--- config.mk ---
export PLATFORM = sky130hd
export DESIGN_NAME = id_stage
export DESIGN_NICKNAME = d
export VERILOG_FILES = /design/src/core_pkg.sv /design/src/gpr_regfile.sv /design/src/id_stage.sv
export SDC_FILE = /design/constraint.sdc
export NUM_CORES = 2
export LEC_CHECK = 0
export ABC_AREA = 0
export ABC_CLOCK_PERIOD_IN_PS = 12300
export BUFFER_PORTS_ARGS = -buffer_cell sky130_fd_sc_hd__buf_2
export CORE_ASPECT_RATIO = 0.7
export CORE_MARGIN = 1
export CORE_UTILIZATION = 42
export CTS_CLUSTER_DIAMETER = 100
export DETAILED_ROUTE_END_ITERATION = 8
export HOLD_SLACK_MARGIN = 0.12
export PLACE_DENSITY = 0.7
export SYNTH_ARGS = -nofsm -noshare
export SYNTH_HDL_FRONTEND = slang
export SYNTH_HIERARCHICAL = 1
export SYNTH_SLANG_ARGS = --single-unit
--- constraint.sdc ---
create_clock -name clk_i -period 12.3 [get_ports clk_i]
set_clock_uncertainty 0.1 [all_clocks]
set_input_delay 1.845 -clock clk_i [delete_from_list [all_inputs] [get_ports clk_i]]
set_output_delay 1.845 -clock clk_i [all_outputs]
set_load 0.02 [all_outputs]
--- src/core_pkg.sv ---
package core_pkg;

  // ------------------------------
  // Widths
  // ------------------------------
  localparam int unsigned XLEN   = 32;
  localparam int unsigned NR_GPR = 32;

  // ------------------------------
  // RV32I encodings
  // ------------------------------
  localparam logic [6:0] OPCODE_OP     = 7'b0110011;
  localparam logic [6:0] OPCODE_OP_IMM = 7'b0010011;
  localparam logic [6:0] OPCODE_LUI    = 7'b0110111;

  // funct3 values shared by register and immediate forms
  localparam logic [2:0] F3_ADD_SUB = 3'b000;
  localparam logic [2:0] F3_SLT     = 3'b010;
  localparam logic [2:0] F3_XOR     = 3'b100;
  localparam logic [2:0] F3_OR      = 3'b110;
  localparam logic [2:0] F3_AND     = 3'b111;

  // funct7 for register ops, ALT selects SUB
  localparam logic [6:0] FUNCT7_BASE = 7'b0000000;
  localparam logic [6:0] FUNCT7_ALT  = 7'b0100000;

  // ADDI x0, x0, 0
  localparam logic [31:0] INSTR_NOP = 32'h0000_0013;

  // ------------------------------
  // Types
  // ------------------------------
  typedef logic [XLEN-1:0]           xlen_t;
  typedef logic [31:0]               instr_t;
  typedef logic [$clog2(NR_GPR)-1:0] reg_addr_t;

  typedef enum logic [2:0] {
    ALU_ADD,
    ALU_SUB,
    ALU_AND,
    ALU_OR,
    ALU_XOR,
    ALU_SLT,
    ALU_PASS_B
  } alu_op_e;

  typedef enum logic [1:0] {
    FETCH_IDLE,
    FETCH_WAIT_ACK,
    FETCH_FULL
  } fetch_state_e;

endpackage

--- src/gpr_regfile.sv ---
`timescale 1ns/1ps

module gpr_regfile (
  input  logic                 clk_i,
  input  logic                 rst_ni,
  input  core_pkg::reg_addr_t  raddr_a_i,
  input  core_pkg::reg_addr_t  raddr_b_i,
  output core_pkg::xlen_t      rdata_a_o,
  output core_pkg::xlen_t      rdata_b_o,
  input  logic                 we_i,
  input  core_pkg::reg_addr_t  waddr_i,
  input  core_pkg::xlen_t      wdata_i
);
  import core_pkg::*;

  xlen_t regs_q [NR_GPR];

  always_ff @(posedge clk_i or negedge rst_ni) begin
    if (!rst_ni) begin
      for (int i = 0; i < NR_GPR; i++) begin
        regs_q[i] <= '0;
      end
    end else if (we_i && (waddr_i != '0)) begin
      regs_q[waddr_i] <= wdata_i;
    end
  end

  // x0 is hard zero, a same-cycle write is passed straight through
  assign rdata_a_o = (raddr_a_i == '0) ? '0 :
                     (we_i && (waddr_i == raddr_a_i)) ? wdata_i : regs_q[raddr_a_i];
  assign rdata_b_o = (raddr_b_i == '0) ? '0 :
                     (we_i && (waddr_i == raddr_b_i)) ? wdata_i : regs_q[raddr_b_i];

endmodule

--- src/id_stage.sv ---
`timescale 1ns/1ps

module id_stage (
  input  logic                 clk_i,
  input  logic                 rst_ni,
  // From fetch
  input  logic                 fetch_valid_i,
  output logic                 fetch_ready_o,
  input  core_pkg::xlen_t      fetch_pc_i,
  input  core_pkg::instr_t     fetch_instr_i,
  // Instruction held in execute
  input  logic                 ex_busy_i,
  input  core_pkg::reg_addr_t  ex_rd_i,
  // Write-back from commit
  input  logic                 wb_we_i,
  input  core_pkg::reg_addr_t  wb_waddr_i,
  input  core_pkg::xlen_t      wb_wdata_i,
  // To execute
  output logic                 issue_valid_o,
  output core_pkg::xlen_t      issue_pc_o,
  output core_pkg::alu_op_e    issue_alu_op_o,
  output core_pkg::xlen_t      issue_op_a_o,
  output core_pkg::xlen_t      issue_op_b_o,
  output core_pkg::reg_addr_t  issue_rd_o,
  output logic                 issue_we_o,
  output logic                 issue_illegal_o
);
  import core_pkg::*;

  instr_t     instr;
  logic [6:0] opcode;
  logic [2:0] funct3;
  logic [6:0] funct7;
  reg_addr_t  rs1;
  reg_addr_t  rs2;
  reg_addr_t  rd;
  xlen_t      rs1_data;
  xlen_t      rs2_data;
  xlen_t      imm_i;
  xlen_t      imm_u;
  alu_op_e    alu_op;
  xlen_t      op_a;
  xlen_t      op_b;
  logic       we;
  logic       illegal;
  logic       hazard_ex;
  logic       hazard_issue;
  logic       issue_fire;

  // Idle decode sees a NOP so no source register is named
  assign instr  = fetch_valid_i ? fetch_instr_i : INSTR_NOP;
  assign opcode = instr[6:0];
  assign rd     = instr[11:7];
  assign funct3 = instr[14:12];
  assign rs1    = instr[19:15];
  assign rs2    = instr[24:20];
  assign funct7 = instr[31:25];

  assign imm_i = {{(XLEN-12){instr[31]}}, instr[31:20]};
  assign imm_u = {instr[31:12], 12'b0};

  gpr_regfile u_regfile (
    .clk_i     ( clk_i      ),
    .rst_ni    ( rst_ni     ),
    .raddr_a_i ( rs1        ),
    .raddr_b_i ( rs2        ),
    .rdata_a_o ( rs1_data   ),
    .rdata_b_o ( rs2_data   ),
    .we_i      ( wb_we_i    ),
    .waddr_i   ( wb_waddr_i ),
    .wdata_i   ( wb_wdata_i )
  );

  // ------------------------------
  // Decoder
  // ------------------------------
  always_comb begin
    alu_op  = ALU_ADD;
    op_a    = rs1_data;
    op_b    = rs2_data;
    we      = 1'b1;
    illegal = 1'b0;
    case (opcode)
      OPCODE_OP: begin
        case ({funct7, funct3})
          {FUNCT7_BASE, F3_ADD_SUB}: alu_op = ALU_ADD;
          {FUNCT7_ALT,  F3_ADD_SUB}: alu_op = ALU_SUB;
          {FUNCT7_BASE, F3_SLT}:     alu_op = ALU_SLT;
          {FUNCT7_BASE, F3_XOR}:     alu_op = ALU_XOR;
          {FUNCT7_BASE, F3_OR}:      alu_op = ALU_OR;
          {FUNCT7_BASE, F3_AND}:     alu_op = ALU_AND;
          default:                   illegal = 1'b1;
        endcase
      end
      OPCODE_OP_IMM: begin
        op_b = imm_i;
        case (funct3)
          F3_ADD_SUB: alu_op = ALU_ADD;
          F3_XOR:     alu_op = ALU_XOR;
          F3_OR:      alu_op = ALU_OR;
          F3_AND:     alu_op = ALU_AND;
          default:    illegal = 1'b1;
        endcase
      end
      OPCODE_LUI: begin
        alu_op = ALU_PASS_B;
        op_a   = '0;
        op_b   = imm_u;
      end
      default: illegal = 1'b1;
    endcase
    // Trap value travels in op_b
    if (illegal) begin
      alu_op = ALU_PASS_B;
      op_a   = '0;
      op_b   = instr;
      we     = 1'b0;
    end
  end

  // ------------------------------
  // Data hazards
  // ------------------------------
  assign hazard_ex = ex_busy_i && (ex_rd_i != '0) &&
                     ((ex_rd_i == rs1) || (ex_rd_i == rs2));

  // Producer still in the issue register, one cycle before execute
  assign hazard_issue = issue_valid_o && issue_we_o && (issue_rd_o != '0) &&
                        ((issue_rd_o == rs1) || (issue_rd_o == rs2));

  assign fetch_ready_o = !(hazard_ex || hazard_issue);
  assign issue_fire    = fetch_valid_i && fetch_ready_o;

  always_ff @(posedge clk_i or negedge rst_ni) begin
    if (!rst_ni) begin
      issue_valid_o <= 1'b0;
    end else begin
      issue_valid_o <= issue_fire;
    end
  end

  always_ff @(posedge clk_i) begin
    if (issue_fire) begin
      issue_pc_o      <= fetch_pc_i;
      issue_alu_op_o  <= alu_op;
      issue_op_a_o    <= op_a;
      issue_op_b_o    <= op_b;
      issue_rd_o      <= rd;
      issue_we_o      <= we;
      issue_illegal_o <= illegal;
    end
  end

  // Older instruction now in execute never writes a source of the issued one
  no_issue_on_busy_rd: assert property (@(posedge clk_i) disable iff (!rst_ni)
    issue_valid_o |-> !(ex_busy_i && (ex_rd_i != '0) &&
                        ((ex_rd_i == $past(rs1)) || (ex_rd_i == $past(rs2)))))
    else $error("instruction issued against a busy ex_rd");

endmodule

==> impl_metrics.toml <==
[status]
run_status = "complete, no violations"

[setup_path]
critPathMostFrequentCell = "a22oi_1"
max_stage_delay_ns = 0.87
cp.arrival_ns = 7.60
path_cells = "buf_2 > clkinv_1 > nor2_4 > buf_4 > xor2_1 > nor4_4 > and2_2 > a22oi_1 > o2bb2ai_1 > a22oi_1 > a2bb2oi_1 > a21oi_1"
crit_type = "in -> reg"
endpoint_kind = "flip-flop"
cp-start-kind = "input port"
crit_fanout = 42
slowest_stage = "and2_2"
cp-startpoint = "fetch_valid_i"
reg2reg_slack_ns = 8.90
crit_required_ns = 12.80
crit-reg2reg-launch = "issue_rd_o[1]"

[power_and_ir_drop]
p_leak_nw = 27.70
p_per_area_nw_per_um2 = 160.1
peakVddDrop_mv = 0.1123
finalPower_mw = 10.67

[layout]
layout.nets = 4388
design_area_sq_um = 66630
multi_input_area_sq_um = 29580
syn2layout_area_growth_pct = 10.01
layout-drive-gt1-share_pct = 46.41
final_core_util_pct = 46.61
num-fill-cells = 12460
register_area_sq_um = 28830

[floorplanning]
initial_core_util_pct = 42.37
rows = 116
fp.dieW_um = 455.9
die_height_um = 319.7
die_area_sq_um = 145800
coreArea_sq_um = 143000
io-pin-count = 219

[cts]
hold_buffers = 0
clk_latency_ns = 0.75
cts_setup_buffers = 0
cts_buffer_depth = 3
numCtsBuffers = 107
root_buffer = "clkbuf_16"
h-tree-depth = 3
clk_pin_slew_ns = 0.07
cts_tree = "done"
cts_sinks = 1131
cts_resized = 0

[placement]
dp_hpwl_mm = 127.7
postPlaceCellArea_sq_um = 62870
port_buffers = 218
gp_congestion = 0.9080

[synthesis]
synth_area_leaders = "dfrtp_1 (42%), mux2_2 (19%), mux4_2 (15%)"
synthDistinctLibCells = 91
yosysTopAreaCellShare_pct = 42.35
synth_cells = 4306
synth_nets = 4417
synth_commonest_cells = "mux2_2 (1046), dfrtp_1 (1025), mux4_2 (395)"
avgSynthCellArea_sq_um = 14.07
syn_area_sq_um = 60570
synth-edff-count = 106
ys_seq_elements = 1131
yosysMostFrequentCell = "mux2_2"
ys_seq_area_share_pct = 47.60
yosys_warnings = 6
yosys.area.top_type = "dfrtp_1"
synth_flop_cell = "dfrtp_1"
synthArstFlopShare_pct = 90.63

[hold_path]
hp-class = "reg -> reg"
hp-start = "u_regfile/regs_q[1008]"

[detailed_routing]
drt_iter0_drc = 6045
dr.pass1.iters = 8
antenna_left = 0
avgViaCountPerCell = 6.748
drcViolationCount = 0
via_count = 42280
wire_per_inst_um = 33.46
drt-total-wl_mm = 209.7

[global_routing]
grt.overflow.total = 0
grt_pass1_vias = 41510
grt_pass1_wl_mm = 302.9
grt_use_total_pct = 28.38
grt_max_degree = 185
antenna_found_initial = 20

[sta]
finalMaxSlewViolations = 0
tns_ns = 0
max_freq_mhz = 140.8
max_slew_margin_pct = 12.03
setup_viol = 0
layout_min_cycle_time_ns = 7.102
hold_viol = 0
rsz0062_at_grt = "false"
min_period_over_period_pct = 57.74
worst_pin_slew_ns = 1.316

[flow_run]
maxCapViolCount = 0
cell usage in the layout (no fill, tap or decap), types with 15 or more instances in the layout:
cell type	count
buf_4	96
o22a_1	22
mux2_2	1046
o22ai_1	82
nand2_1	109
and2_1	46
dfrtp_1	1025
o21ai_0	122
clkinv_2	22
a221oi_1	49
clkbuf_16	113
edfxtp_1	106
a31oi_1	15
a22o_1	36
nor2b_1	21
a211oi_1	17
a21oi_1	91
a22oi_1	77
clkbuf_8	25
mux4_2	395
nor4_1	26
nor2_4	17
nor3_1	33
mux2i_1	183
clkbuf_1	22
nor2_1	61
buf_2	217
critical path, delay by kind of cell:
| family | cells | cell delay (ns) |
|---|---|---|
| AO/OA/AOI/OAI | 5 | 1.66 |
| XOR/XNOR | 1 | 0.22 |
| buffers and inverters | 3 | 1.87 |
| AND/OR/NAND/NOR | 3 | 1.91 |
final timing paths:
check | depth (start not counted) | to
worst max-delay path | 12 | issue_op_b_o[1]
worst min-delay path | 0 | u_regfile/regs_q[1008]
worst max register to register | 6 | issue_op_a_o[26]
worst min register to register | 0 | u_regfile/regs_q[1008]
max in group asynchronous | 3 | u_regfile/regs_q[313]
min in group asynchronous | 1 | u_regfile/regs_q[1008]
through the flow:
step | cells | hold WS [ns] | worst slack, ns
5_1_grt | 6264 | 0.3047 | 5.085
3_3_place_gp | 6056 | 0.2755 | 4.719
2_1_floorplan | 4306 | 0.3383 | 2.999
6_report | 6266 | 0.2956 | 5.198
3_5_place_dp | 6056 | 0.2835 | 4.697
4_1_cts | 6258 | 0.2987 | 5.446
routing by layer:
layer | global-route usage (%) | wire (um)
met3 | 10.22 | 27130
met4 | 10.94 | 9247
met2 | 40.33 | 89270
met5 | 0 | 56
met1 | 39.42 | 83980
registers in the layout, indices dropped and copies added (netlist names):
name	flops
issue_illegal_o	1
issue_pc_o	32
issue_rd_o	5
issue_op_a_o	32
u_regfile/regs_q	1024
issue_valid_o	1
issue_we_o	1
issue_op_b_o	32
issue_alu_op_o	3
area by class of cell:
| class | count | share of cell area (%) |
|---|---|---|
| flip-flops and latches | 1131 | 43.27 |
| repair buffers | 324 | 3.035 |
| clock inverters | 42 | 0.7323 |
| inverters | 15 | 0.1070 |
| diodes | 8 | 0.03004 |
| multi-input cells | 2698 | 44.39 |
| clock buffers | 160 | 4.884 |
| well taps | 1888 | 3.545 |
cells by family (layout without fill, tap and decap cells):
logic type	count (synthesis)	count (layout)	synth area share (%)
other	0	8	0
and+or+nand+nor	439	439	3.756
DFF	1131	1131	47.60
xor gates and xnor gates	21	21	0.3037
muxes	1631	1631	37.46
AOI/OAI and AO/OA	607	607	6.875
buffers and inverters	477	541	3.997
power breakdown:
group	total (mW)	switching, mW	internal (mW)
sequential	4.96	0.519	4.44
clock	3.58	1.56	2.02
combinational	2.12	0.962	1.16
(Power assumes the default switching activity.)
