## src/core_pkg.sv

```systemverilog
package core_pkg;

  // ------------------------------
  // Widths
  // ------------------------------
  localparam int unsigned XLEN   = 32;
  localparam int unsigned NR_GPR = 32;

  // ------------------------------
  // RV32I encodings
  // ------------------------------
  localparam logic [6:0] OPCODE_OP     = 7'b0110011;
  localparam logic [6:0] OPCODE_OP_IMM = 7'b0010011;
  localparam logic [6:0] OPCODE_LUI    = 7'b0110111;

  // funct3 values shared by register and immediate forms
  localparam logic [2:0] F3_ADD_SUB = 3'b000;
  localparam logic [2:0] F3_SLT     = 3'b010;
  localparam logic [2:0] F3_XOR     = 3'b100;
  localparam logic [2:0] F3_OR      = 3'b110;
  localparam logic [2:0] F3_AND     = 3'b111;

  // funct7 for register ops, ALT selects SUB
  localparam logic [6:0] FUNCT7_BASE = 7'b0000000;
  localparam logic [6:0] FUNCT7_ALT  = 7'b0100000;

  // ADDI x0, x0, 0
  localparam logic [31:0] INSTR_NOP = 32'h0000_0013;

  // ------------------------------
  // Types
  // ------------------------------
  typedef logic [XLEN-1:0]           xlen_t;
  typedef logic [31:0]               instr_t;
  typedef logic [$clog2(NR_GPR)-1:0] reg_addr_t;

  typedef enum logic [2:0] {
    ALU_ADD,
    ALU_SUB,
    ALU_AND,
    ALU_OR,
    ALU_XOR,
    ALU_SLT,
    ALU_PASS_B
  } alu_op_e;

  typedef enum logic [1:0] {
    FETCH_IDLE,
    FETCH_WAIT_ACK,
    FETCH_FULL
  } fetch_state_e;

endpackage

```

## src/ex_stage.sv

```systemverilog
`timescale 1ns/1ps

module ex_stage (
  input  logic                 clk_i,
  input  logic                 rst_ni,
  // From decode
  input  logic                 issue_valid_i,
  input  core_pkg::xlen_t      issue_pc_i,
  input  core_pkg::alu_op_e    issue_alu_op_i,
  input  core_pkg::xlen_t      issue_op_a_i,
  input  core_pkg::xlen_t      issue_op_b_i,
  input  core_pkg::reg_addr_t  issue_rd_i,
  input  logic                 issue_we_i,
  input  logic                 issue_illegal_i,
  // Hazard view back to decode
  output logic                 ex_busy_o,
  output core_pkg::reg_addr_t  ex_rd_o,
  // To commit
  output logic                 ex_valid_o,
  output core_pkg::xlen_t      ex_pc_o,
  output logic                 ex_we_o,
  output logic                 ex_illegal_o,
  output core_pkg::xlen_t      ex_result_o
);
  import core_pkg::*;

  xlen_t alu_res;

  // Illegal encodings arrive as PASS_B with the instruction word in op_b
  always_comb begin
    case (issue_alu_op_i)
      ALU_ADD:    alu_res = issue_op_a_i + issue_op_b_i;
      ALU_SUB:    alu_res = issue_op_a_i - issue_op_b_i;
      ALU_AND:    alu_res = issue_op_a_i & issue_op_b_i;
      ALU_OR:     alu_res = issue_op_a_i | issue_op_b_i;
      ALU_XOR:    alu_res = issue_op_a_i ^ issue_op_b_i;
      ALU_SLT:    alu_res = xlen_t'($signed(issue_op_a_i) < $signed(issue_op_b_i));
      ALU_PASS_B: alu_res = issue_op_b_i;
      default:    alu_res = '0;
    endcase
  end

  always_ff @(posedge clk_i or negedge rst_ni) begin
    if (!rst_ni) begin
      ex_valid_o <= 1'b0;
    end else begin
      ex_valid_o <= issue_valid_i;
    end
  end

  always_ff @(posedge clk_i) begin
    if (issue_valid_i) begin
      ex_pc_o      <= issue_pc_i;
      ex_rd_o      <= issue_rd_i;
      ex_we_o      <= issue_we_i;
      ex_illegal_o <= issue_illegal_i;
      ex_result_o  <= alu_res;
    end
  end

  assign ex_busy_o = ex_valid_o && ex_we_o;

endmodule

```

## config.mk

```make
export PLATFORM = sky130hd
export DESIGN_NAME = ex_stage
export DESIGN_NICKNAME = d
export VERILOG_FILES = /design/src/core_pkg.sv /design/src/ex_stage.sv
export SDC_FILE = /design/constraint.sdc
export NUM_CORES = 1
export LEC_CHECK = 0
export ABC_CLOCK_PERIOD_IN_PS = 1100
export BUFFER_PORTS_ARGS = -buffer_cell sky130_fd_sc_hd__buf_2
export CORE_ASPECT_RATIO = 2
export CORE_MARGIN = 1.5
export CORE_UTILIZATION = 40
export CTS_BUF_LIST = sky130_fd_sc_hd__clkbuf_8
export CTS_CLUSTER_SIZE = 20
export DETAILED_ROUTE_END_ITERATION = 10
export PLACE_DENSITY = 0.66
export SLEW_MARGIN = 20
export SYNTH_ARGS = -nofsm -noshare
export SYNTH_HDL_FRONTEND = slang
export SYNTH_SLANG_ARGS = --single-unit
```

## constraint.sdc

```tcl
create_clock -name clk_i -period 1.1 [get_ports clk_i]
set_clock_uncertainty 0.15 [all_clocks]
set_input_delay 0.11 -clock clk_i [delete_from_list [all_inputs] [get_ports clk_i]]
set_output_delay 0.11 -clock clk_i [all_outputs]
set_load 0.03 [all_outputs]
```

==> impl_metrics.ini, run 1 <==
[routing]
drc_errors = 0
wl_per_cell_um = 19.4
avgViaCountPerCell = 5.53
antenna_left = 0
drtIter0Drc = 371
detail_route.wirelength_um = 32200
dr_total_vias = 9180
firstDrtPassIters = 7

[critical_path]
required_ns = 1.08
crit_chain = buf_12 -> inv_12 -> ha_4 -> inv_4 -> a21oi_4 -> o31ai_4 -> a311oi_2 -> o41ai_4 -> a31o_1 -> a221o_1 -> buf_6 -> a2111oi_4 -> o211ai_1
worst_path_max_delay_cell = a221o_1
critPathBufInv = 4
worst_setup_path_start_kind = input pin
max_stage_delay_ns = 0.43
critPathMaxFanout = 3
cp-end-kind = flip-flop
path_class = in -> reg
critPathTopFamily = compound AO/OA/AOI/OAI gates
critPathArrivalTime_ns = 2.50

[synthesis]
synth_cells = 885
synth_area_mm2 = 0.00761
synth-main-ff-cell = edfxtp_1
yosysSeqAreaShare_pct = 28.3
synth_async_sr_flop_share_pct = 1.39
syn_avg_cell_area_um2 = 8.60
ys_ff_latch = 72
ys_types = 77
yosysWarnings = 0
syn-num-nets = 1102
synth_edf_count = 71

[timing]
finalHoldViolations = 0
fin_crit_ns = 2.52
fmax_ghz = 0.397
max_slew.worst_pin.slew_ns = 0.538
layout_setup_ws_ns = -1.42
post-route-period-util_pct = 229
drv_slew = 0
relSlewSlack_pct = 63.8
setup_viol = 105
rsz0062_at_grt = yes

[cts]
clk_pin_slew_ns = 0.10
cts_made_buffers = 9
htreeDepth = 3
clockBufferDepth = 2
cts_sinks = 72
cts_tree = yes
cts_root_buf = clkbuf_8

[final_layout]
final_cell_area_mm2 = 0.0136
nNetsFinal = 1619
multi_input_area_mm2 = 0.00583
stdcell_count = 1661
seq_area_mm2 = 0.00216
n_fill_cell = 1420
insertedDiodeCount = 0
layout_common_cells = buf_4, buf_6, buf_2
syn_to_final_growth_pct = 78.5
final_common_cell = buf_4
drive_above_1_share_pct = 51.2

[placement]
portBuffers = 181
place_congestion = 0.994
dp_hpwl_um = 23800
dpl_cell_area_mm2 = 0.0114
placedCellCount = 1578

[global_route]
grt_pass1_wl_um = 48800
grtUsageTotal_pct = 32.2
grt_max_degree = 38
grt_pass1_vias = 9697
antenna_found_initial = 0
grt_overflow = 0

[floorplanning]
fp.dieH_um = 198
die_w_um = 101
core_area_mm2 = 0.0187
ios = 182
start_util_pct = 40.6
dieArea_mm2 = 0.0199
rows = 71

[run_status]
status = complete, but fails checks
violations = setup timing

[worst_hold_path]
whs_path_depth = 2
min_from = issue_valid_i
min_to = ex_result_o[26]
hold_class = in -> reg

[flow_run]
cap_violations = 0

[pwr]
powerDensity_mw_per_mm2 = 942
ir_worst_vdd_uv = 679
p_leak_nw = 6.21
[logic make-up (layout without fill, tap and decap cells)]
group | count (synthesis) | count (layout) | share of synthesized area, %
simple gates | 196 | 196 | 11.9
xor+xnor | 14 | 14 | 1.61
buf+inv | 155 | 676 | 8.02
mux | 33 | 33 | 4.62
compound gates | 307 | 307 | 27.6
flops | 72 | 72 | 28.3
fa+ha+maj | 108 | 108 | 17.9
[Yosys cell counts (all sizes together), types with 5 or more instances]
cell    number  area share, %
clkbuf      40            2.0
a22oi       10           0.99
a221o        6           0.79
nand2       40            2.0
o21bai      14            1.4
a21o        11            1.1
a211oi       8            1.0
nor2b        5           0.41
o22ai       15            1.2
o221ai      16            1.8
nor4        10           0.82
inv         99            4.9
mux2i       25            3.3
o21a         8           0.89
edfxtp      71             28
buf         15            1.1
a21oi       89            5.9
mux2         7            1.0
o211ai      10            1.1
a221oi       5           0.58
ha         106             17
or2          5           0.41
o31a         9            1.0
nor2        81            4.0
o21ai       53            3.5
nand3       16            1.1
o31ai       14            1.4
xnor2       13            1.5
nor3        24            1.9
[registers in the layout (all words and copies together), names as in the netlist]
name,count
ex_result_o,32
ex_we_o,1
ex_rd_o,5
ex_pc_o,32
ex_valid_o,1
ex_illegal_o,1
[through the flow]
step / total power, mW / utilization, % / setup WS, ns / TNS (ns) / hold WS (ns)
6_report: 12.8 / 72.5 / -1.42 / -42.00 / 0.0404
5_1_grt: 13.3 / 72.5 / -1.51 / -46.91 / 0.0391
4_1_cts: 12.4 / 70.4 / -1.45 / -43.05 / 0.0194
2_1_floorplan: 6.44 / - / -1.62 / -37.34 / -0.336
3_5_place_dp: 8.96 / 60.7 / -2.06 / -52.91 / -0.264
3_3_place_gp: 8.89 / 60.7 / -2.02 / -51.62 / -0.264
[per-layer routing]
metal	vias to the layer above	global-route usage (%)	wire length [um]
li1	4279	-	-
met1	4389	27.9	9950
met2	364	62.8	18000
met3	148	4.06	1410
met4	0	26.7	2770
met5	-	0	0
[timing repair]
item                                   in CTS  in global routing
endpoints found under the hold margin      41                  0
pin swaps                                  88                 65
buffers inserted                           18                 15
cloned                                      0                  0
setup endpoints to repair                 105                105
hold buffers                               42                  0
gates resized for setup                   282                 80
[power by group]
part | switching (mW) | internal [mW] | leakage (nW) | total [mW]
clock | 1.20 | 1.26 | 0.103 | 2.46
sequential | 0.142 | 3.35 | 0.705 | 3.49
combinational | 3.51 | 3.34 | 5.40 | 6.85
total | 4.85 | 7.94 | 6.21 | 12.8
[worst max-delay path by stage]
stage                    startpoint         endpoint  slack, ns  depth (start not counted)
floorplan           issue_op_a_i[0]  ex_result_o[30]      -1.62                         12
CTS                 issue_op_a_i[0]  ex_result_o[30]      -1.45                         13
global placement    issue_op_a_i[0]  ex_result_o[26]      -2.02                         14
detailed placement  issue_op_a_i[0]  ex_result_o[22]      -2.06                         14
global route        issue_op_a_i[0]  ex_result_o[30]      -1.51                         13
finish              issue_op_b_i[8]  ex_result_o[31]      -1.42                         13
[layout make-up]
class	instances	area share, %
Tap cell	255	2.35
Clock inverter	6	0.626
Inverter	100	3.34
Timing Repair Buffer	561	34.0
Multi-Input combinational cell	658	42.9
Sequential cell	72	15.9
Clock buffer	9	0.912
(Power assumes the default switching activity.)
==> inputs of run 2 (changes only) <==
PLACE_DENSITY = not set   (was 0.66)
==> impl_metrics.ini, run 2 (synthesis results as in run 1) <==
[timing]
drv_slew = 0
fin_crit_ns = 2.53
tns_ns = -42.51
layout_setup_ws_ns = -1.43
max_slew.worst_pin.slew_ns = 0.576
finalHoldViolations = 0
setup_viol = 105
relSlewSlack_pct = 61.3
rsz0062_at_grt = yes
post-route-period-util_pct = 230
fmax_ghz = 0.395

[worst_hold_path]
hold_class = in -> reg

[routing]
detail_route.wirelength_um = 32700
avgViaCountPerCell = 5.47
antenna_left = 0
wl_per_cell_um = 19.6
drtIter0Drc = 388
drc_errors = 0
dr_total_vias = 9136
firstDrtPassIters = 7

[floorplanning]
fp.dieH_um = 198
rows = 71
die_w_um = 101
ios = 182
dieArea_mm2 = 0.0199
start_util_pct = 40.6
core_area_mm2 = 0.0187

[critical_path]
worst_path_max_delay_cell = a311oi_2
critPathMaxFanout = 3
critPathArrivalTime_ns = 2.54
path_class = in -> reg
critPathTopFamily = compound AO/OA/AOI/OAI gates
critPathBufInv = 3
max_stage_delay_ns = 0.38
required_ns = 1.11
cp-end-kind = flip-flop
crit_chain = buf_12 -> inv_12 -> ha_4 -> a21o_1 -> or3_4 -> o22ai_4 -> nor3_2 -> buf_4 -> nor3_4 -> nor2_2 -> a311oi_2 -> or3_1 -> a21oi_1 -> o31a_1
worst_setup_path_start_kind = input pin

[cts]
clk_pin_slew_ns = 0.10
htreeDepth = 3
cts_root_buf = clkbuf_8
clockBufferDepth = 2
cts_made_buffers = 9
cts_sinks = 72
cts_tree = yes

[final_layout]
syn_to_final_growth_pct = 80.6
nNetsFinal = 1626
n_fill_cell = 1369
final_common_cell = buf_4
final_cell_area_mm2 = 0.0138
layout_common_cells = buf_4, buf_6, buf_2
reg_top3 = ex_pc_o x32, ex_result_o x32, ex_rd_o x5
stdcell_count = 1669
final_core_util_pct = 73.4
drive_above_1_share_pct = 52.1
insertedDiodeCount = 0

[pwr]
ir_worst_vdd_uv = 689
powerDensity_mw_per_mm2 = 949
p_leak_nw = 6.28

[placement]
dp_slack_ns = -2.04
placedCellCount = 1571
portBuffers = 181
dpl_cell_area_mm2 = 0.0113
dp_hpwl_um = 23700
place_congestion = 0.950

[global_route]
grt_overflow = 0
grtUsageTotal_pct = 32.2
antenna_found_initial = 0
grt_max_degree = 50
grt_pass1_vias = 9490
grt_pass1_wl_um = 48300

[run_status]
violations = setup timing
status = complete, but fails checks

[flow_run]
cap_violations = 0
run 2: changes by cell type in the layout (fill, tap and decap cells not counted), sizes merged:
cell and change:
dlygate4sd3 -1, clkbuf +3, buf +7, clkinv -3, inv +2
run 2: where the power goes:
part	switching, mW	internal (mW)
Clock	1.21	1.40
Sequential	0.140	3.35
Combinational	3.55	3.40
run 2: final cells by class:
class	count	area, um2	share of cell area (%)
clock buffers	11	151	1.10
clock inverters	5	80.1	0.582
inverters	100	469	3.41
multi-input cells	658	5900	42.9
flip-flops and latches	72	2160	15.7
well taps	255	319	2.32
repair buffers	568	4680	34.0
run 2: routing by layer:
layer  wire length, um  vias to the layer above  track usage (%)  part of all wire, %
met1             10300                     4342             28.3                   32
met3              1320                      152             3.88                  4.1
met4              2790                        0             25.2                  8.5
met2             18200                      354             63.3                   56
li1                  -                     4288                -                    -
met5                 0                        -                0                    0
run 2: worst paths after layout:
check,depth (start not counted),start,endpoint
min in group asynchronous,3,rst_ni,ex_valid_o
max in group asynchronous,3,rst_ni,ex_valid_o
worst min-delay path,2,issue_valid_i,ex_valid_o
worst max-delay path,14,issue_op_b_i[8],ex_result_o[27]
run 2: timing repair:
| action | 4_1_cts | 5_1_grt |
|---|---|---|
| endpoints found under the setup margin | 105 | 162 |
| setup buffers | 43 | 19 |
| hold buffers | 42 | 0 |
| cloned | 0 | 1 |
| resized for setup | 306 | 78 |
| endpoints found under the hold margin | 42 | 0 |
| pin swaps | 121 | 73 |
run 2: through the flow:
| stage | power, mW | hold slack [ns] |
|---|---|---|
| after global routing | 13.6 | 0.0524 |
| after CTS | 12.7 | 0.0203 |
| after floorplan | 6.44 | -0.336 |
| after detailed placement | 8.94 | -0.264 |
| after global placement | 8.89 | -0.265 |
| final | 13.0 | 0.0506 |
