==> src/core_pkg.sv <==
package core_pkg;

  // ------------------------------
  // Widths
  // ------------------------------
  localparam int unsigned XLEN   = 32;
  localparam int unsigned NR_GPR = 32;

  // ------------------------------
  // RV32I encodings
  // ------------------------------
  localparam logic [6:0] OPCODE_OP     = 7'b0110011;
  localparam logic [6:0] OPCODE_OP_IMM = 7'b0010011;
  localparam logic [6:0] OPCODE_LUI    = 7'b0110111;

  // funct3 values shared by register and immediate forms
  localparam logic [2:0] F3_ADD_SUB = 3'b000;
  localparam logic [2:0] F3_SLT     = 3'b010;
  localparam logic [2:0] F3_XOR     = 3'b100;
  localparam logic [2:0] F3_OR      = 3'b110;
  localparam logic [2:0] F3_AND     = 3'b111;

  // funct7 for register ops, ALT selects SUB
  localparam logic [6:0] FUNCT7_BASE = 7'b0000000;
  localparam logic [6:0] FUNCT7_ALT  = 7'b0100000;

  // ADDI x0, x0, 0
  localparam logic [31:0] INSTR_NOP = 32'h0000_0013;

  // ------------------------------
  // Types
  // ------------------------------
  typedef logic [XLEN-1:0]           xlen_t;
  typedef logic [31:0]               instr_t;
  typedef logic [$clog2(NR_GPR)-1:0] reg_addr_t;

  typedef enum logic [2:0] {
    ALU_ADD,
    ALU_SUB,
    ALU_AND,
    ALU_OR,
    ALU_XOR,
    ALU_SLT,
    ALU_PASS_B
  } alu_op_e;

  typedef enum logic [1:0] {
    FETCH_IDLE,
    FETCH_WAIT_ACK,
    FETCH_FULL
  } fetch_state_e;

endpackage

==> src/commit_stage.sv <==
`timescale 1ns/1ps

module commit_stage (
  input  logic                 clk_i,
  input  logic                 rst_ni,
  // From execute
  input  logic                 ex_valid_i,
  input  core_pkg::xlen_t      ex_pc_i,
  input  core_pkg::reg_addr_t  ex_rd_i,
  input  logic                 ex_we_i,
  input  logic                 ex_illegal_i,
  input  core_pkg::xlen_t      ex_result_i,
  // Register file write port
  output logic                 rf_we_o,
  output core_pkg::reg_addr_t  rf_waddr_o,
  output core_pkg::xlen_t      rf_wdata_o,
  // Commit port
  output logic                 commit_valid_o,
  output core_pkg::xlen_t      commit_pc_o,
  output core_pkg::reg_addr_t  commit_rd_o,
  output core_pkg::xlen_t      commit_wdata_o,
  output logic                 commit_illegal_o
);
  import core_pkg::*;

  logic commit_we_q;

  always_ff @(posedge clk_i or negedge rst_ni) begin
    if (!rst_ni) begin
      commit_valid_o <= 1'b0;
    end else begin
      commit_valid_o <= ex_valid_i;
    end
  end

  always_ff @(posedge clk_i) begin
    if (ex_valid_i) begin
      commit_pc_o      <= ex_pc_i;
      commit_rd_o      <= ex_rd_i;
      commit_we_q      <= ex_we_i;
      commit_illegal_o <= ex_illegal_i;
      commit_wdata_o   <= ex_result_i;
    end
  end

  // Exceptions reach here with we already cleared by decode
  assign rf_we_o    = commit_valid_o && commit_we_q;
  assign rf_waddr_o = commit_rd_o;
  assign rf_wdata_o = commit_wdata_o;

  rf_write_only_on_retire: assert property (@(posedge clk_i) disable iff (!rst_ni)
    rf_we_o |-> (commit_valid_o && !commit_illegal_o))
    else $error("register write without a legal retiring instruction");

endmodule

==> config.mk <==
export PLATFORM = sky130hd
export DESIGN_NAME = commit_stage
export DESIGN_NICKNAME = d
export VERILOG_FILES = /design/src/core_pkg.sv /design/src/commit_stage.sv
export SDC_FILE = /design/constraint.sdc
export NUM_CORES = 1
export LEC_CHECK = 0
export BUFFER_PORTS_ARGS = -buffer_cell sky130_fd_sc_hd__buf_2
export CAP_MARGIN = 0
export CORE_UTILIZATION = 43
export DETAILED_ROUTE_END_ITERATION = 7
export GPL_ROUTABILITY_DRIVEN = 1
export GPL_TIMING_DRIVEN = 0
export PLACE_DENSITY = 0.85
export SETUP_SLACK_MARGIN = 0.05
export SYNTH_ARGS = -nofsm -noshare
export SYNTH_HDL_FRONTEND = slang
export SYNTH_SLANG_ARGS = --single-unit
==> constraint.sdc <==
create_clock -name clk_i -period 1.3 [get_ports clk_i]
set_input_delay 0.065 -clock clk_i [delete_from_list [all_inputs] [get_ports clk_i]]
set_output_delay 0.065 -clock clk_i [all_outputs]
set_load 0.01 [all_outputs]
==> summary by stage, run 1 <==
Run
Max-cap violations in this run came to 0.

Die
The die covers 5980 sq um. The die span in y is between 70 and 80 microns. The floorplan has 27 rows.

For this configuration, the core starts out at a cell density of 44.6%. Pin placement for this block handled 183 I/O pins. The core region is 5470 sq um.

The die is 77.3 microns wide.

Synthesis
For this run, the number of Yosys warnings is 0. Sequential cells were found to cover 88.4% of the synthesized design area. The total of flip-flops plus latches after synthesis is 72. The gate count after technology mapping is 110. The post-synthesis instance area is 2440 sq um.

The net count of the mapped netlist is 184. The average cell area after synthesis is 22.2 sq um. The number of unique standard cell types used by synthesis is 4.

Route
After detailed routing, the average wire length per cell comes to 19.6 microns. After detailed routing, the number of vias per cell comes to between 4 and 5. After detailed routing, the total wire length is 8870 microns. The first TritonRoute pass finished after 4 iterations. The count of unresolved DRC violations after routing is 0. The residual antenna-violating net count after detailed routing is 0. The DRC marker count from the first detailed-route iteration is 200.

The via count of the routed design is 2,067.

Timing
Setup repair after global routing left no endpoint under its margin. The highest achievable clock rate is roughly 900 MHz. The total count of hold-check failures in the final report came to 0.

The final max-slew violation count is 0. For the pin with the worst max-slew slack, the measured transition is 894 ps. The post-route fraction of the period consumed by the critical path is 86.7%. The worst-case setup margin in the final layout is 173 ps. Counting I/O delays and the setup requirement, the final critical path takes 1130 ps. Measured against its own limit, the worst slew margin works out to 40.4%. The count of final setup violators is 0.

Setup path
The sort of element at the end of the critical path is an output pin. The required time of the critical path is 1240 ps. In this run the worst path has a maximum fanout of 2.

STA puts the critical path data arrival time at 1060 ps. The worst setup path is of the flop to output pin kind. The element type at the critical path start is a flop.

Global route
met2 is the most crowded layer. Entering global routing, the biggest net connects 73 pins. The via count of the first global-routing pass is 2,156. The global routing usage summed across all routing layers is 30.5%.

For this run the aggregate overflow at the end of global routing stands at 0. The first global-routing pass estimated 12,700 microns of wire. The global-route track usage on met3 is 9.18%. The initial antenna violation count is 1.

For met1 alone, demand over resource in global routing was 31.7%. In the global route stage, met2 resource usage came out at a little under three fifths.

Place
In this run the tool buffered the top-level ports with 182 buffer cells. Routability-driven placement finished with a final weighted congestion of 0.748. At the placement stage, the worst setup path has a slack of -326 ps. Counting tap cells, the placed design contains a total of 364 instances. Once placement finished, the instance area stood at between 3000 and 4000 sq um.

The HPWL after detailed placement is 4380 microns.

Finish
Compared with the post-synthesis result, the final layout area differs by 79.3%. Leaving out fill and tap cells, the most frequent cells in the layout are sky130_fd_sc_hd__buf_2 (181), sky130_fd_sc_hd__dlygate4sd3_1 (72), sky130_fd_sc_hd__edfxtp_1 (71), sky130_fd_sc_hd__buf_4 (38), sky130_fd_sc_hd__clkbuf_8 (9). The leading cell type in the layout, fill and taps excluded is sky130_fd_sc_hd__buf_2. The net count of the finished layout is between 400 and 500.

The summed area of non-filler cells in the final layout is 4380 sq um. The final non-filler cell total is 452. The fraction of layout instances using a drive strength above 1 is 61.5%.

Outcome
The flow ran to the end, and the final reports show no timing, DRC or antenna violations.

Clocking
The number of sinks on the clock net is 72. The clock-pin slew reported for the worst setup and hold paths after clock tree synthesis is roughly 70 ps. TritonCTS built the clock tree. Once the clock tree was built, the setup fixing pass inserted 0 buffers. The tree is rooted in a sky130_fd_sc_hd__clkbuf_8.

Counting along the longest clock path gives a buffer depth of 2. Clock tree synthesis inserted a total of 9 buffers. The H-tree depth is 3.

Power
For this design the static power due to leakage is 2.01 nW. The peak supply drop is 0.000716 V. Power spread over the standard cell area amounts to ~1300 nW/um^2.

Hold path
In this run the worst hold path is classified as input pin to async pin.
[what timing repair did]
item                                    4_1_cts  5_1_grt
endpoints found under the hold margin        72        0
hold buffers                                 72        0
resized for setup                             1        0
endpoints found under the setup margin       71        0
[layer usage]
| metal | vias to the layer above | wire length (microns) |
|---|---|---|
| met5 | - | 0 |
| met4 | 0 | 319 |
| met3 | 30 | 712 |
| met2 | 141 | 4840 |
| met1 | 995 | 3000 |
| li1 | 901 | - |
[how the worst max path moves through the flow]
stage	start	endpoint
detailed placement	ex_valid_i	commit_pc_o[20]
CTS	commit_wdata_o[9]	rf_wdata_o[9]
global placement	ex_valid_i	commit_pc_o[11]
floorplan	commit_valid_o	rf_we_o
global route	commit_wdata_o[23]	rf_wdata_o[23]
finish	commit_rd_o[4]	rf_waddr_o[4]
[power breakdown]
| part | internal (mW) | switching (mW) |
|---|---|---|
| logic | 0.493 | 0.413 |
| clock network | 1.06 | 0.791 |
| registers | 2.76 | 0.0881 |
| total | 4.31 | 1.29 |
[Yosys cell counts]
library cell	number	area (sq um)
sky130_fd_sc_hd__edfxtp_1	71	2130
sky130_fd_sc_hd__buf_4	37	278
sky130_fd_sc_hd__and2_1	1	6.26
sky130_fd_sc_hd__dfrtp_1	1	25.0
[metrics by stage]
step,utilization (%),setup TNS (ps),hold slack [ps],total power [mW]
floorplan,-,0,-231,3.14
global placement,62.9,-18980,-159,3.53
detailed placement,62.9,-23110,-158,3.57
CTS,79.9,0,5.35,5.58
global route,80.0,0,24.2,5.79
finish,80.0,0,36.1,5.61
[cell families (layout without fill, tap and decap cells)]
group / after synthesis / in the layout / share of synthesized area, %
DFF: 72 / 72 / 88.4
and+or+nand+nor: 1 / 1 / 0.256
other: 0 / 1 / 0
buffers and inverters: 37 / 306 / 11.4
[state kept, by name (all words and copies together), names as in the netlist]
| register | count |
|---|---|
| commit_rd_o | 5 |
| commit_we_q | 1 |
| commit_illegal_o | 1 |
| commit_pc_o | 32 |
| commit_wdata_o | 32 |
| commit_valid_o | 1 |
[cell type report]
type                       instances  area [sq um]
sequential                        72          2160
timing repair buffer             254          1630
fill                             308          1100
buffer                            37           278
clock buffer                       9           124
tap                               72          90.1
clock inverter                     6          85.1
multi-input combinational          1          6.26
antenna                            1          2.50
[worst max-delay path: stages (launching register included)]
cell and delay [ps]:
sky130_fd_sc_hd__edfxtp_1 430, sky130_fd_sc_hd__buf_4 160, sky130_fd_sc_hd__buf_2 130
Note: power is estimated with default switching activity, not from simulation.
==> run 2, diff against run 1 <==
Settings changed: RECOVER_POWER from default to 100.
==> run 2 against run 1 <==
Against the previous run: combinational power shrank 6.6%; design area shrank 2.4%; clock power is essentially flat; largest power group unchanged; highest routed layer unchanged.
==> summary by stage, run 2 (synthesis gave the netlist of run 1 again) <==
Die
The x dimension of the die is 77.3 microns (unchanged). The die span in y came to 77.3 microns (unchanged). The area of the core is 5470 sq um (unchanged). The full die area is 5980 sq um (unchanged). The initial core utilization is 44.6% (unchanged). The row count is 27 (unchanged). The number of top-level pins was 183 (unchanged).

Timing
The final max-slew violation count is 0 (unchanged). Setup repair after global routing left no endpoint under its margin. The clock period minus worst slack came to 1130 ps (+4.23 ps). The highest achievable clock rate is 884 MHz (-0.37%). The total count of hold-check failures in the final report is 0 (unchanged). The worst max-slew margin expressed relative to the limit is 35.6% (-4.8 points). The summed negative setup slack over all endpoints is 0 ps (unchanged). The count of final setup violators is 0 (unchanged). The slew at the pin with the worst max-slew slack is 966 ps (+72.6 ps). The post-route fraction of the period consumed by the critical path is 87.0% (+0.33 points).

Clocking
The post-CTS repair timing setup buffer count is 0 (unchanged). The clock-pin slew reported for the worst setup and hold paths after clock tree synthesis is 80 ps (about the same). The tree is rooted in a sky130_fd_sc_hd__clkbuf_8. The H-tree depth is 3 (unchanged).

The number of sinks on the clock net was 72 (unchanged). TritonCTS built the clock tree. The number of buffers created by CTS is 9 (unchanged). The number of buffers on the longest clock path is 2 (unchanged).

Finish
The area growth from synthesis to layout is 75.0%. The summed area of non-filler cells in the final layout is 4270 sq um (-2.4%). The net count reported at finish was 449 (unchanged). In the final layout, the registers with the most flip-flops are commit_pc_o: 32 flops, commit_wdata_o: 32 flops, commit_rd_o: 5 flops. Leaving out fill and tap cells, the most frequent cell in the layout is sky130_fd_sc_hd__buf_2. Leaving out fill and tap cells, the most frequent cells in the layout are sky130_fd_sc_hd__buf_2 (97), sky130_fd_sc_hd__clkbuf_1 (84), sky130_fd_sc_hd__dlygate4sd3_1 (72), sky130_fd_sc_hd__edfxtp_1 (71), sky130_fd_sc_hd__clkbuf_4 (32). The fraction of layout instances using a drive strength above 1 was 39.3% (-22 points).

The final design utilization is 78.1% (-1.9 points). The final non-filler cell total is 452 (unchanged).

Global route
The sum of overflow across all layers after global routing is 0 (unchanged). The wire length of the first global-routing pass is 12,700 microns (unchanged). The initial antenna violation count is 1 (unchanged).

The maximum number of pins on one net before global-route repair is 73 (unchanged). The global routing usage summed across all routing layers came to 30.5% (unchanged). The via count of the first global-routing pass is 2,156 (unchanged).

Place
The area after detailed placement came to 3440 sq um (unchanged). The routability congestion estimate is 0.748 (unchanged). The sum of net half-perimeters after detailed placement was 4380 microns (unchanged). The post-placement cell count came to 364 (unchanged).

The number of buffers inserted by port buffering is 182 (unchanged).

Setup path
The required time of the critical path is 1240 ps (about the same). The endpoint arrival time on the critical path was 1070 ps (about the same). The element type at the critical path start is a flop.

The highest fanout seen on the critical path is 2 (unchanged). The sort of element at the end of the critical path is an output pin. The critical path in this run is classified as flop to output pin.

Route
The number of search-and-repair iterations in the first detailed-routing pass is 4 (unchanged). The per-cell routed wire length is 19.7 microns (+0.45%). The total detailed-routing wirelength was 8910 microns (+0.45%). The residual antenna-violating net count after detailed routing is 0 (unchanged).

The detailed-route vias per instance was 4.60 (+0.68%). The via count of the routed design is 2,081 (+0.68%). The DRC marker count from the first detailed-route iteration is 170 (-15%). The count of unresolved DRC violations after routing was 0 (unchanged).

Power
The power density over the cells is 1300 nW/um^2 (+1.5%). The leakage power was 1.77 nW (-12%). The post-route total power is 5.55 mW (-0.92%). The peak supply drop was 0.000706 V (-1.3%).

Hold path
The class of the most critical hold timing path is input pin to async pin.

Outcome
The flow ran to the end, and the final reports show no timing, DRC or antenna violations.

Run
The total of max-cap violations is 0 (unchanged).
run 2: worst paths after layout:
check,startpoint,to,slack (ps),depth (start not counted)
worst min-delay path,rst_ni,commit_valid_o,30,2
min in group clk_i,ex_pc_i[28],commit_pc_o[28],440,2
max in group asynchronous,rst_ni,commit_valid_o,1170,2
worst max-delay path,commit_rd_o[4],rf_waddr_o[4],170,2
run 2: critical path, cell delays in order (launching register included):
cell and delay [ps]:
sky130_fd_sc_hd__edfxtp_1 430, sky130_fd_sc_hd__clkbuf_4 170, sky130_fd_sc_hd__buf_2 130
run 2: per-stage QoR:
step	setup slack, ps	hold slack (ps)
3_3_place_gp	-269	-159
6_report	169	29.3
3_5_place_dp	-326	-158
5_1_grt	141	23.8
4_1_cts	174	5.35
2_1_floorplan	656	-231
run 2: area by class of cell:
class | instances | area, sq um
sequential | 72 | 2160
fill | 362 | 1200
multi-input combinational | 1 | 6.26
buffer | 37 | 278
timing repair buffer | 254 | 1530
clock buffer | 9 | 124
tap | 72 | 90.1
antenna | 1 | 2.50
clock inverter | 6 | 85.1
run 2: what timing repair did:
item | in CTS | in global routing
resized for setup | 1 | 0
hold buffers | 72 | 0
endpoints found under the setup margin | 71 | 0
endpoints found under the hold margin | 72 | 0
run 2: power breakdown:
part | total, mW | switching [mW] | internal [mW]
registers | 2.85 | 0.0929 | 2.76
clock network | 1.86 | 0.793 | 1.06
logic | 0.846 | 0.413 | 0.433
total | 5.55 | 1.30 | 4.26
run 2: layer usage:
metal / up-vias / track usage (%) / share of wire (%)
met1: 1010 / 31.7 / 34
met5: - / 0 / 0
met2: 131 / 55.1 / 53
met3: 38 / 9.18 / 7.9
met4: 0 / 16.0 / 4.6
li1: 902 / - / -
==> run 3, diff against run 2 <==
Settings changed: BUFFER_PORTS_ARGS -buffer_cell sky130_fd_sc_hd__buf_2 to -buffer_cell sky130_fd_sc_hd__clkbuf_2.
==> run 3 against run 2 <==
Against the previous run: worst hold slack better by 3.5 ps; maximum frequency is 1.3% higher; die area stayed put; sequential power hardly changed; non-clock buffer count stayed put; via count is 0.91% lower; combinational power is 1% lower; clock power is 8% lower; utilization is 0.64 points lower; global-route usage is 1.9 points lower; flip-flop and latch count stayed put; critical path depth stayed put; critical endpoint is now rf_waddr_o[0].
==> summary by stage, run 3 (synthesis gave the netlist of run 1 again) <==
Clocking
The count of instances resized after the clock tree is built is 0 (-1). The H-tree depth came to 3 (unchanged). The number of buffers created by CTS came to 9 (unchanged).

The number of buffers on the longest clock path is 2 (unchanged). The post-CTS repair timing setup buffer count is 0 (unchanged). The clock-pin slew reported for the worst setup and hold paths after clock tree synthesis is 90 ps (about the same). In this run the clock root is driven by a sky130_fd_sc_hd__clkbuf_8. TritonCTS built the clock tree. The number of sinks on the clock net was 72 (unchanged).

Finish
The fill cell instance count of the final layout came to 371 (+2.5%). The net count reported at finish is 449 (unchanged). The synthesis-to-layout area growth is 73.6%. In the layout the commonest cells are sky130_fd_sc_hd__clkbuf_1 (96), sky130_fd_sc_hd__clkbuf_2 (86), sky130_fd_sc_hd__dlygate4sd3_1 (72), sky130_fd_sc_hd__edfxtp_1 (71), sky130_fd_sc_hd__clkbuf_4 (27).

The leading cell type in the layout, fill and taps excluded is sky130_fd_sc_hd__clkbuf_1. In the final layout, the registers with the most flip-flops are commit_pc_o: 32 flops, commit_wdata_o: 32 flops, commit_rd_o: 5 flops. The fraction of layout instances using a drive strength above 1 is 36.3% (-3.0 points).

Global route
The sum of overflow across all layers after global routing was 0 (unchanged). The via count of the first global-routing pass came to 2,162 (+0.28%). The wire length of the first global-routing pass is 12,100 microns (-4.9%). The global routing usage summed across all routing layers is 28.6% (-1.9 points). The initial antenna violation count came to 1 (unchanged). The maximum number of pins on one net before global-route repair is 73 (unchanged).

Run
The total of max-cap violations is 0 (unchanged).

Die
The full die area was 5980 sq um (unchanged). The initial core utilization was 44.6% (unchanged). The die span in y was 77.3 microns (unchanged). The area of the core was 5470 sq um (unchanged). The x dimension of the die came to 77.3 microns (unchanged).

The row count was 27 (unchanged). The number of top-level pins is 183 (unchanged).

Timing
The slew at the pin with the worst max-slew slack came to 976 ps (+10.2 ps). The total count of hold-check failures in the final report is 0 (unchanged). The summed negative setup slack over all endpoints was 0 ps (unchanged). The post-route fraction of the period consumed by the critical path came to 85.9% (-1.1 points). Setup repair after global routing left no endpoint under its margin. The count of final setup violators is 0 (unchanged). The worst max-slew margin expressed relative to the limit is 34.9% (-0.68 points).

The final max-slew violation count came to 0 (unchanged). The highest achievable clock rate was 895 MHz (+1.3%). The clock period minus worst slack is 1120 ps (-14.0 ps).

Setup path
The stage delay of the slowest cell on the critical path is 430 ps (about the same). The worst setup path is captured at an output pin. The critical path goes through buf_4 -> clkbuf_1. The worst setup path is launched from a flop. The count of buffer and inverter cells on the critical path came to 2 (unchanged). The endpoint arrival time on the critical path is 1050 ps (-20 ps). The required time of the critical path is 1240 ps (about the same). The cell at the slowest stage of the critical path is sky130_fd_sc_hd__edfxtp_1. The highest fanout seen on the critical path was 2 (unchanged). The kind of cell adding the most delay to the critical path is flip-flops. The critical path is of the flop to output pin type.

Route
The detailed-route vias per instance was 4.55 (-1.1%). The per-cell routed wire length is 18.7 microns (-5.2%). The DRC marker count from the first detailed-route iteration was 150 (-12%). The count of unresolved DRC violations after routing is 0 (unchanged). The total detailed-routing wirelength is 8460 microns (-5.0%). The via count of the routed design came to 2,062 (-0.91%). The residual antenna-violating net count after detailed routing is 0 (unchanged). The number of search-and-repair iterations in the first detailed-routing pass is 7 (+3).

Power
The peak supply drop is 0.00103 V (+46%). The leakage power is 1.75 nW (-1.1%). The post-route total power was 5.39 mW (-2.9%). The power density over the cells is 1270 nW/um^2 (-2.1%).

Place
The sum of net half-perimeters after detailed placement is 4390 microns (+0.27%). The number of buffers inserted by port buffering is 182 (unchanged). The routability congestion estimate came to 0.735 (-1.7%).

Outcome
The flow ran to the end, and the final reports show no timing, DRC or antenna violations.

Hold path
The class of the most critical hold timing path is input pin to async pin.
## run 3: cell count changes in the layout (fill, tap and decap cells not counted), moves of 5 or more
cell                       before  now
sky130_fd_sc_hd__clkbuf_2       0   86
sky130_fd_sc_hd__clkbuf_4      32   27
sky130_fd_sc_hd__buf_4          6   11
sky130_fd_sc_hd__clkbuf_1      84   96
sky130_fd_sc_hd__buf_2         97    0
## run 3: final timing paths
kind | from | end | slack (ps) | cells after the start
min | rst_ni | commit_valid_o | 30 | 2
min in group clk_i | ex_pc_i[17] | commit_pc_o[17] | 450 | 2
max in group asynchronous | rst_ni | commit_valid_o | 1170 | 2
max | commit_rd_o[0] | rf_waddr_o[0] | 180 | 2
## run 3: metal layers
layer	part of all wire [%]	track usage (%)	up-vias	routed length [microns]
met5	0	0	-	0
met4	4.1	17.7	0	351
met3	7.3	9.18	32	618
met2	54	50.3	120	4540
met1	35	29.4	1011	2950
li1	-	-	899	-
## run 3: cell type report
| type | count | area [sq um] | area share (%) |
|---|---|---|---|
| diodes | 1 | 2.50 | 0.0591 |
| plain buffers | 37 | 278 | 6.56 |
| clock buffers | 10 | 128 | 3.01 |
| clock inverters | 6 | 60.1 | 1.42 |
| multi-input cells | 1 | 6.26 | 0.148 |
| flip-flops and latches | 72 | 2160 | 50.9 |
| well taps | 72 | 90.1 | 2.13 |
| repair buffers | 254 | 1520 | 35.8 |
## run 3: power by group
part	switching [mW]	internal, mW	leakage (nW)
clock	0.827	0.878	0.0937
combinational	0.410	0.427	0.950
sequential	0.0909	2.76	0.707
## run 3: through the flow
step | setup slack (ps) | utilization, % | area [sq um] | cells | hold WS (ps)
after floorplan | 656 | - | 2440 | 110 | -231
after global placement | -383 | 62.9 | 3440 | 364 | -159
after detailed placement | 71.7 | 62.9 | 3440 | 364 | -159
after CTS | 192 | 79.5 | 4350 | 452 | 17.0
after global routing | 144 | 77.4 | 4240 | 453 | 29.8
final | 183 | 77.4 | 4240 | 453 | 32.8
## run 3: repair_timing
| action | CTS | global route |
|---|---|---|
| endpoints found under the hold margin | 72 | 0 |
| setup endpoints to repair | 0 | 0 |
| hold buffers | 72 | 0 |
